**config.mk**
```make
export PLATFORM = sky130hd
export DESIGN_NAME = rv32Core
export DESIGN_NICKNAME = d
export VERILOG_FILES = /design/src/source/rvPkg.sv /design/src/source/alu.sv /design/src/source/aluDecoder.sv /design/src/source/controlFsm.sv /design/src/source/immExtend.sv /design/src/source/multicycleDatapath.sv /design/src/source/regFile.sv /design/src/source/rv32Core.sv
export SDC_FILE = /design/constraint.sdc
export NUM_CORES = 2
export LEC_CHECK = 0
export ABC_AREA = 0
export BUFFER_PORTS_ARGS = -buffer_cell sky130_fd_sc_hd__buf_4
export CAP_MARGIN = 20
export CELL_PAD_IN_SITES_DETAIL_PLACEMENT = 1
export CELL_PAD_IN_SITES_GLOBAL_PLACEMENT = 1
export CORE_UTILIZATION = 58
export DETAILED_ROUTE_END_ITERATION = 12
export GPL_TIMING_DRIVEN = 0
export PLACE_DENSITY_LB_ADDON = 0.05
export SYNTH_ARGS = -nofsm -noshare
export SYNTH_HDL_FRONTEND = slang
export SYNTH_HIERARCHICAL = 1
export SYNTH_SLANG_ARGS = --single-unit
```
**constraint.sdc**
```tcl
create_clock -name clk -period 12.8 [get_ports clk]
set_input_delay 1.92 -clock clk [delete_from_list [all_inputs] [get_ports clk]]
set_output_delay 1.92 -clock clk [all_outputs]
set_load 0.03 [all_outputs]
```
**src/source/rvPkg.sv**
```systemverilog
/* Shared types for the multicycle RV32I core: opcodes, FSM states,
   ALU encodings and the registered control word */
`default_nettype none

package rvPkg;

	// major opcodes of the supported subset
	typedef enum logic [6:0] {
		rType      = 7'b0110011,
		iTypeLogic = 7'b0010011,
		iTypeLoad  = 7'b0000011,
		sType      = 7'b0100011,
		bType      = 7'b1100011,
		jType      = 7'b1101111
	} opcodeT;

	typedef enum logic [3:0] {
		fetch      = 4'd0,
		decode     = 4'd1,
		executeR   = 4'd2,
		uncondJump = 4'd3,
		executeI   = 4'd4,
		memAdr     = 4'd5,
		aluWb      = 4'd6,
		memWrite   = 4'd7,
		memRead    = 4'd8,
		memWb      = 4'd9,
		branchIfEq = 4'd10
	} fsmStateT;

	// operation class handed from the sequencer to the ALU decoder
	typedef enum logic [1:0] {
		add      = 2'b00,
		subtract = 2'b01,
		rFunct   = 2'b10,
		iFunct   = 2'b11
	} aluClassT;

	typedef enum logic [2:0] {
		opAdd = 3'b000,
		opSub = 3'b001,
		opAnd = 3'b010,
		opOr  = 3'b011,
		opSlt = 3'b101
	} aluOpT;

	typedef enum logic [1:0] {pc = 2'd0, oldPc = 2'd1, regA = 2'd2} srcAT;
	typedef enum logic [1:0] {regB = 2'd0, immediate = 2'd1, four = 2'd2} srcBT;
	typedef enum logic [1:0] {aluOut = 2'd0, dataReg = 2'd1, aluResult = 2'd2} resultSrcT;

	typedef struct packed {
		logic      adrSrc;
		logic      irWrite;
		logic      regWrite;
		logic      pcUpdate;
		logic      memWrite;
		logic      branch;
		srcAT      aluSrcA;
		srcBT      aluSrcB;
		aluClassT  aluClass;
		resultSrcT resultSrc;
	} ctrlT;

endpackage

`default_nettype wire
```
**src/source/alu.sv**
```systemverilog
/* 32-bit ALU of the core with add, subtract, and, or and signed
   set-less-than, plus a zero flag for BEQ */
`timescale 1ns/1ps
`default_nettype none

module alu (
	input wire logic [31:0] a,
	input wire logic [31:0] b,
	input wire rvPkg::aluOpT aluOp,
	output logic [31:0] result,
	output logic zero
);
	import rvPkg::*;

	always_comb begin
		case (aluOp)
			opAdd: result = a + b;
			opSub: result = a - b;
			opAnd: result = a & b;
			opOr: result = a | b;
			// signed compare
			opSlt: result = {31'b0, $signed(a) < $signed(b)};
			default: result = a + b;
		endcase
	end

	assign zero = (result == 32'b0);

endmodule

`default_nettype wire

```
**src/source/aluDecoder.sv**
```systemverilog
/* Turns the sequencer's operation class and the instruction's function
   fields into one ALU operation */
`timescale 1ns/1ps
`default_nettype none

module aluDecoder (
	input wire rvPkg::aluClassT aluClass,
	input wire logic [2:0] funct3,
	input wire logic funct7b5,
	input wire logic opIsR,
	output rvPkg::aluOpT aluOp
);
	import rvPkg::*;

	logic subSel;

	// only register forms may subtract through funct7
	assign subSel = (aluClass == rFunct) && opIsR && funct7b5;

	always_comb begin
		case (aluClass)
			add: aluOp = opAdd;
			subtract: aluOp = opSub;
			default: begin
				case (funct3)
					3'b000: aluOp = subSel ? opSub : opAdd;
					3'b010: aluOp = opSlt;
					3'b110: aluOp = opOr;
					3'b111: aluOp = opAnd;
					default: aluOp = opAdd;
				endcase
			end
		endcase
	end

endmodule

`default_nettype wire

```
**src/source/controlFsm.sv**
```systemverilog
/* Moore sequencer of the multicycle core. The control word is registered
   from the next state so it lines up with the state it belongs to */
`timescale 1ns/1ps
`default_nettype none

module controlFsm (
	input wire logic clk,
	input wire logic reset,
	input wire rvPkg::opcodeT opcode,
	output rvPkg::ctrlT ctrl,
	output rvPkg::fsmStateT state
);
	import rvPkg::*;

	fsmStateT nextState;

	// control word for one state, all fields start from zero
	function automatic ctrlT ctrlFor(input fsmStateT s);
		ctrlT c;
		c = '0;
		case (s)
			fetch: begin
				// PC+4 goes back into the PC with the instruction load
				c.irWrite = 1'b1;
				c.aluSrcA = pc;
				c.aluSrcB = four;
				c.aluClass = add;
				c.resultSrc = aluResult;
			end
			decode: begin
				// branch or jump target into aluOut ahead of time
				c.aluSrcA = oldPc;
				c.aluSrcB = immediate;
				c.aluClass = add;
			end
			executeR: begin
				c.aluSrcA = regA;
				c.aluSrcB = regB;
				c.aluClass = rFunct;
			end
			executeI: begin
				c.aluSrcA = regA;
				c.aluSrcB = immediate;
				c.aluClass = iFunct;
			end
			uncondJump: begin
				// target from decode into PC, link address computed now
				c.aluSrcA = oldPc;
				c.aluSrcB = four;
				c.aluClass = add;
				c.resultSrc = aluOut;
				c.pcUpdate = 1'b1;
			end
			memAdr: begin
				c.aluSrcA = regA;
				c.aluSrcB = immediate;
				c.aluClass = add;
			end
			memRead: begin
				c.adrSrc = 1'b1;
				c.resultSrc = aluOut;
			end
			memWrite: begin
				c.adrSrc = 1'b1;
				c.memWrite = 1'b1;
			end
			memWb: begin
				c.resultSrc = dataReg;
				c.regWrite = 1'b1;
			end
			aluWb: begin
				c.resultSrc = aluOut;
				c.regWrite = 1'b1;
			end
			branchIfEq: begin
				c.aluSrcA = regA;
				c.aluSrcB = regB;
				c.aluClass = subtract;
				c.resultSrc = aluOut;
				c.branch = 1'b1;
			end
			default: c = '0;
		endcase
		return c;
	endfunction

	always_comb begin
		case (state)
			fetch: nextState = decode;
			decode: begin
				case (opcode)
					rType: nextState = executeR;
					iTypeLogic: nextState = executeI;
					iTypeLoad, sType: nextState = memAdr;
					bType: nextState = branchIfEq;
					jType: nextState = uncondJump;
					// unknown opcode parks here
					default: nextState = decode;
				endcase
			end
			executeR, executeI, uncondJump: nextState = aluWb;
			memAdr: nextState = (opcode == iTypeLoad) ? memRead : memWrite;
			memRead: nextState = memWb;
			default: nextState = fetch;
		endcase
	end

	always_ff @(posedge clk) begin
		if (reset) begin
			state <= fetch;
			ctrl <= ctrlFor(fetch);
		end else begin
			state <= nextState;
			ctrl <= ctrlFor(nextState);
		end
	end

endmodule

`default_nettype wire

```
**src/source/immExtend.sv**
```systemverilog
/* Immediate generator: picks the I, S, B or J layout by opcode */
`timescale 1ns/1ps
`default_nettype none

module immExtend (
	input wire logic [31:0] instr,
	input wire rvPkg::opcodeT opcode,
	output logic [31:0] imm
);
	import rvPkg::*;

	always_comb begin
		case (opcode)
			iTypeLogic, iTypeLoad: imm = {{20{instr[31]}}, instr[31:20]};
			sType: imm = {{20{instr[31]}}, instr[31:25], instr[11:7]};
			// branch and jump offsets are in halfwords
			bType: imm = {{20{instr[31]}}, instr[7], instr[30:25], instr[11:8], 1'b0};
			jType: imm = {{12{instr[31]}}, instr[19:12], instr[20], instr[30:21], 1'b0};
			default: imm = 32'b0;
		endcase
	end

endmodule

`default_nettype wire

```
**src/source/multicycleDatapath.sv**
```systemverilog
/* Datapath of the multicycle core: architectural and pipeline registers,
   operand and result muxes, and the unified memory port */
`timescale 1ns/1ps
`default_nettype none

module multicycleDatapath #(
	parameter logic [31:0] ResetPc = 32'h0000_0000
) (
	input wire logic clk,
	input wire logic reset,
	input wire rvPkg::ctrlT ctrl,
	input wire rvPkg::aluOpT aluOp,
	output rvPkg::opcodeT opcode,
	output logic [2:0] funct3,
	output logic funct7b5,
	output logic [31:0] memAddr,
	output logic [31:0] memWData,
	input wire logic [31:0] memRData
);
	import rvPkg::*;

	logic [31:0] pcReg;
	logic [31:0] oldPcReg;
	logic [31:0] instrReg;
	logic [31:0] dataWord;
	logic [31:0] aReg;
	logic [31:0] bReg;
	logic [31:0] aluOutReg;

	logic [31:0] rData1;
	logic [31:0] rData2;
	logic [31:0] immExt;
	logic [31:0] srcA;
	logic [31:0] srcB;
	logic [31:0] aluY;
	logic aluZero;
	logic [31:0] resultBus;
	logic pcWrite;

	// fetch loads the PC too, alongside the instruction
	assign pcWrite = ctrl.irWrite | ctrl.pcUpdate | (ctrl.branch & aluZero);

	always_ff @(posedge clk) begin
		if (reset) begin
			pcReg <= ResetPc;
		end else if (pcWrite) begin
			pcReg <= resultBus;
		end
	end

	always_ff @(posedge clk) begin
		if (ctrl.irWrite) begin
			oldPcReg <= pcReg;
			instrReg <= memRData;
		end
		// these follow their sources every cycle
		dataWord <= memRData;
		aReg <= rData1;
		bReg <= rData2;
		aluOutReg <= aluY;
	end

	assign opcode = opcodeT'(instrReg[6:0]);
	assign funct3 = instrReg[14:12];
	assign funct7b5 = instrReg[30];

	assign memAddr = ctrl.adrSrc ? aluOutReg : pcReg;
	assign memWData = bReg;

	regFile regFileI (
		.clk(clk),
		.rs1(instrReg[19:15]),
		.rs2(instrReg[24:20]),
		.rd(instrReg[11:7]),
		.wData(resultBus),
		.we(ctrl.regWrite),
		.rData1(rData1),
		.rData2(rData2)
	);

	immExtend immExtendI (
		.instr(instrReg),
		.opcode(opcode),
		.imm(immExt)
	);

	always_comb begin
		case (ctrl.aluSrcA)
			pc: srcA = pcReg;
			oldPc: srcA = oldPcReg;
			regA: srcA = aReg;
			default: srcA = pcReg;
		endcase
	end

	always_comb begin
		case (ctrl.aluSrcB)
			regB: srcB = bReg;
			immediate: srcB = immExt;
			four: srcB = 32'd4;
			default: srcB = bReg;
		endcase
	end

	alu aluI (
		.a(srcA),
		.b(srcB),
		.aluOp(aluOp),
		.result(aluY),
		.zero(aluZero)
	);

	// shared by the PC and register writeback
	always_comb begin
		case (ctrl.resultSrc)
			aluOut: resultBus = aluOutReg;
			dataReg: resultBus = dataWord;
			aluResult: resultBus = aluY;
			default: resultBus = aluOutReg;
		endcase
	end

endmodule

`default_nettype wire

```
**src/source/regFile.sv**
```systemverilog
/* Integer register file, two combinational reads and one clocked write;
   x0 always reads as zero */
`timescale 1ns/1ps
`default_nettype none

module regFile (
	input wire logic clk,
	input wire logic [4:0] rs1,
	input wire logic [4:0] rs2,
	input wire logic [4:0] rd,
	input wire logic [31:0] wData,
	input wire logic we,
	output logic [31:0] rData1,
	output logic [31:0] rData2
);

	logic [31:0] regs [32];

	always_ff @(posedge clk) begin
		// writes to x0 are dropped
		if (we && rd != 5'd0) begin
			regs[rd] <= wData;
		end
	end

	assign rData1 = (rs1 == 5'd0) ? 32'b0 : regs[rs1];
	assign rData2 = (rs2 == 5'd0) ? 32'b0 : regs[rs2];

endmodule

`default_nettype wire

```
**src/source/rv32Core.sv**
```systemverilog
/* Top level of the multicycle RV32I core. Memory sits outside and answers
   memRData combinationally from memAddr */
`timescale 1ns/1ps
`default_nettype none

module rv32Core #(
	parameter logic [31:0] ResetPc = 32'h0000_0000
) (
	input wire logic clk,
	input wire logic reset,
	output logic [31:0] memAddr,
	output logic [31:0] memWData,
	output logic memWrite,
	input wire logic [31:0] memRData,
	output rvPkg::fsmStateT state
);
	import rvPkg::*;

	ctrlT ctrl;
	aluOpT aluOp;
	opcodeT opcode;
	logic [2:0] funct3;
	logic funct7b5;
	logic opIsR;

	// subtract via funct7 applies to register forms only
	assign opIsR = (opcode == rType);
	assign memWrite = ctrl.memWrite;

	controlFsm controlFsmI (
		.clk(clk),
		.reset(reset),
		.opcode(opcode),
		.ctrl(ctrl),
		.state(state)
	);

	aluDecoder aluDecoderI (
		.aluClass(ctrl.aluClass),
		.funct3(funct3),
		.funct7b5(funct7b5),
		.opIsR(opIsR),
		.aluOp(aluOp)
	);

	multicycleDatapath #(
		.ResetPc(ResetPc)
	) datapathI (
		.clk(clk),
		.reset(reset),
		.ctrl(ctrl),
		.aluOp(aluOp),
		.opcode(opcode),
		.funct3(funct3),
		.funct7b5(funct7b5),
		.memAddr(memAddr),
		.memWData(memWData),
		.memRData(memRData)
	);

endmodule

`default_nettype wire

```
==> impl_summary.md <==
Outcome
The run finished with clean final reports.

CTS
The number of sinks driven by the clock tree is 1,265. In this run the number of H-tree levels came out at 4. The maximum count of clock buffers along a single path is 3. The clock-pin slew reported for the worst setup and hold paths after clock tree synthesis is 0.06 ns. The clock tree from TritonCTS is yes. After clock tree synthesis, the repair step resized 0 gates.

The number of hold buffers added after CTS is 0. Buffers inserted during clock tree synthesis total ~130. The cell sitting at the root of the clock tree is a clkbuf_16. After clock tree synthesis, the setup repair step added 0 buffers. At the later pin of the worst-skew pair, clock insertion delay measures 0.78 ns.

Die
The number of placement rows is 120. In this run the standard cell core region covers about 110,000 µm². The initial core utilization is 0.587. For this design the top-level I/O count stands at roughly 100. The horizontal die dimension is 332 µm. The die covers 110,000 µm². The die span in y is between 300 and 400 µm.

Power and ir drop
The highest ir drop seen on vdd is 0.000185 V. The share of total power in sequential cells is 0.392. In this run the power spent charging and discharging nets is about 4.7 mW. For this design the ratio of total power to cell area is 184 nW/µm². Of the total power, the share spent switching nets is 0.358.

The leakage component of the power is 24.9 nW. The share of total power dissipated in combinational logic is 0.316. The design internal power is 8.43 mW.

The fraction of power consumed by the clock network is 0.292.

Global routing
The wire length of the first global-routing pass is 360,000 µm. The residual overflow from global routing is 0. The initial antenna violation count is 22. Across every metal layer, demand over resource in global routing totals 0.469. The number of global-route vias before repair is 47,300. The maximum number of pins on one net before global-route repair is 66.

Timing
Setup total negative slack on the finished layout was measured at 0 ns. The achievable frequency is 0.104 GHz. The worst relative slew slack is 0.113. The final critical-path share of the clock period is 0.748.

The final-report hold violation count came to 0. Setup violations remaining at the end of the flow were counted as 0. The clock period could shrink to roughly 9.6 ns. Between clock sinks in the finished design, the worst skew comes to slightly above 0.04 ns.

Setup repair after global routing left no endpoint under its margin. The number of slew-limit violations in the final report came to 0. At the pin with the least slew margin, the transition time is 1.33 ns.

Critical path
The slowest stage of the critical path belongs to the cell a2111oi_0. STA classifies the critical path endpoint as a flip-flop. At the worst endpoint, the arrival time is 10.25 ns.

In this run the critical register-to-register path is launched from controlFsmI/ctrl[6]. The maximum fanout along the worst path is 10. The critical path contains buffers and inverters numbering 6 combined.

STA puts the critical path data required time at 13.48 ns. The delay contributed by the slowest stage of the critical path is between 1 and 1.5 ns. The kind of start point of the critical path is a flip-flop. The critical path is of the reg -> reg type.

The cell type group with the largest total delay on the critical path is simple AND/OR/NAND/NOR gates. The launch point of the worst path is controlFsmI/ctrl[6]. The critical path goes through inv_1 > ha_1 > clkbuf_1 > clkbuf_1 > nand2_1 > o21ai_0 > inv_1 > ha_1 > clkbuf_1 > nor2_1 > nand3_1 > a2111oi_0 > nor4_1 > a211o_1 > a2111oi_0 > nor2_1 > nor4_1 > nand4bb_1 > nor4_1 > nor3b_2 > a211oi_2 > nor2_1 > buf_2 > a22o_1.

Place
The congestion estimate from routability-driven global placement came to 1.00. The quantity of I/O buffers inserted on ports is 102. The wire-length estimate of the detail-placed layout is around 180,000 µm.

Yosys
The Yosys step of the flow raised 6 warnings. Counting distinct cell types in the post-synthesis netlist gives 107. Synthesis inferred 1,265 register bits. The number of enable-type register cells in the synthesized netlist is 1,088. The share of synthesized registers carrying an async set or reset is 0. In this run the cell area of the synthesized design comes to 63,000 µm². The portion of the post-synthesis area used by sequential elements is 0.575.

The average cell area after synthesis is 14.9 µm². In the synthesized netlist the dominant register cell turns out to be edfxtp_1. After technology mapping, the gate count stands at 4,225.

Route
The DRC violation count after routing is 0. The routed length per instance is 42.8 µm. The aggregate routed wire length is between 200,000 and 300,000 µm. In this run, the number of DRC markers left after iteration 0 of detailed routing was 7,645. The post-route antenna net violation count is 0.

The number of vias in the routed layout is about 47,000. The pre-antenna-repair detailed-routing pass consisted of 8 iterations. Using the TritonRoute via totals, the vias-per-cell ratio works out to 7.71.

Hold path
The tightest min-delay check is of the reg -> reg type. The launch point of the worst hold path is datapathI/pcReg[16].

Cells and area
The leading cell type in the layout, fill and taps excluded is edfxtp_1. Counting the fill cells in the layout gives roughly 9,500. The area growth from synthesis to layout is 13.4%.

In the layout the commonest cells are edfxtp_1 (1,088), mux2i_1 (331), mux4_2 (298). For this run, the post-layout net count is 4,695. The share of final-layout standard cells stronger than drive strength 1 is 0.234. For this run, the share of the core covered by cells in the final layout is 0.666.

Flow run
The max-cap check violation count is 0.
==> cell type report <==
| type | count | area (µm²) | share of cell area |
|---|---|---|---|
| flip-flops and latches | 1265 | 36200 | 0.507 |
| plain buffers | 341 | 1870 | 0.0262 |
| repair buffers | 167 | 1970 | 0.0275 |
| multi-input cells | 2495 | 24800 | 0.347 |
| clock buffers | 165 | 3540 | 0.0496 |
| clock inverters | 71 | 686 | 0.00960 |
| inverters | 155 | 582 | 0.00814 |
| well taps | 1403 | 1760 | 0.0246 |
| diodes | 4 | 10.0 | 0.000140 |
==> registers in the layout (all words and copies together), names as in the netlist <==
signal,flops
datapathI/regFileI/regs,1024
datapathI/dataWord,32
controlFsmI/ctrl,13
datapathI/instrReg,32
datapathI/pcReg,32
datapathI/memWData,32
datapathI/oldPcReg,32
datapathI/aluOutReg,32
controlFsmI/state,4
datapathI/aReg,32
==> worst paths after layout <==
check / endpoint / slack (ns) / cells after the start
max: datapathI/pcReg[24] / 3.22 / 24
min: datapathI/oldPcReg[16] / 0.50 / 0
max reg2reg: datapathI/pcReg[24] / 3.22 / 24
min reg2reg: datapathI/oldPcReg[16] / 0.50 / 0
==> per-layer routing <==
metal,global-route usage,vias to the layer above,wire [µm]
met4,0.307,32,20300
li1,-,17700,-
met2,0.713,4258,116000
met5,0,-,422
met3,0.182,1152,37700
met1,0.558,23600,84500
==> synth_stat cells, drive strengths merged (14+ instances only) <==
| master | instances | area share |
|---|---|---|
| nand2 | 205 | 0.012 |
| a221oi | 93 | 0.018 |
| clkbuf | 163 | 0.010 |
| nor2b | 61 | 0.0061 |
| o221ai | 73 | 0.010 |
| nand4 | 40 | 0.0040 |
| nor3 | 30 | 0.0024 |
| a22o | 63 | 0.0088 |
| o21ai | 165 | 0.013 |
| a22oi | 97 | 0.012 |
| a21oi | 141 | 0.013 |
| nand3 | 42 | 0.0033 |
| and3 | 19 | 0.0019 |
| nor2 | 140 | 0.0084 |
| a21o | 17 | 0.0020 |
| inv | 155 | 0.0092 |
| mux2 | 98 | 0.018 |
| ha | 102 | 0.020 |
| mux4 | 352 | 0.13 |
| nor4 | 14 | 0.0016 |
| mux2i | 331 | 0.053 |
| buf | 178 | 0.020 |
| edfxtp | 1088 | 0.52 |
| nand2b | 14 | 0.0014 |
| o211ai | 14 | 0.0017 |
| dfxtp | 177 | 0.056 |
| a211oi | 79 | 0.010 |
| a311oi | 36 | 0.0050 |
==> power groups by stage <==
stage / combinational (mW) / clock (mW) / sequential, mW
4_1_cts: 4.00 / 3.83 / 5.15
3_3_place_gp: 3.74 / 0 / 5.24
6_report: 4.15 / 3.84 / 5.16
3_5_place_dp: 3.97 / 0 / 5.23
2_1_floorplan: 2.38 / 0 / 5.20
5_1_grt: 4.32 / 3.96 / 5.16
==> cell families (layout without fill, tap and decap cells) <==
group,Yosys count,after routing,share of synthesized area
DFF,1265,1265,0.575
AOI/OAI and AO/OA,910,910,0.111
muxes,781,781,0.199
and+or+nand+nor,662,662,0.0539
buffers and inverters,496,899,0.0389
adders and majority gates,104,104,0.0209
xor gates and xnor gates,6,6,0.000834
other,1,36,0.0000595
==> stage by stage <==
stage	setup slack (ns)	hold WS (ns)	cell area (µm²)	cells	power [mW]
global route	3.14	0.509	71400	6063	13.4
floorplan	7.00	0.446	63100	4256	7.58
finish	3.22	0.503	71400	6066	13.1
detailed placement	3.60	0.483	67100	5817	9.19
global placement	3.19	0.471	65600	5761	8.98
CTS	3.47	0.497	71300	6053	13.0
Power figures use the tool's default switching activity.
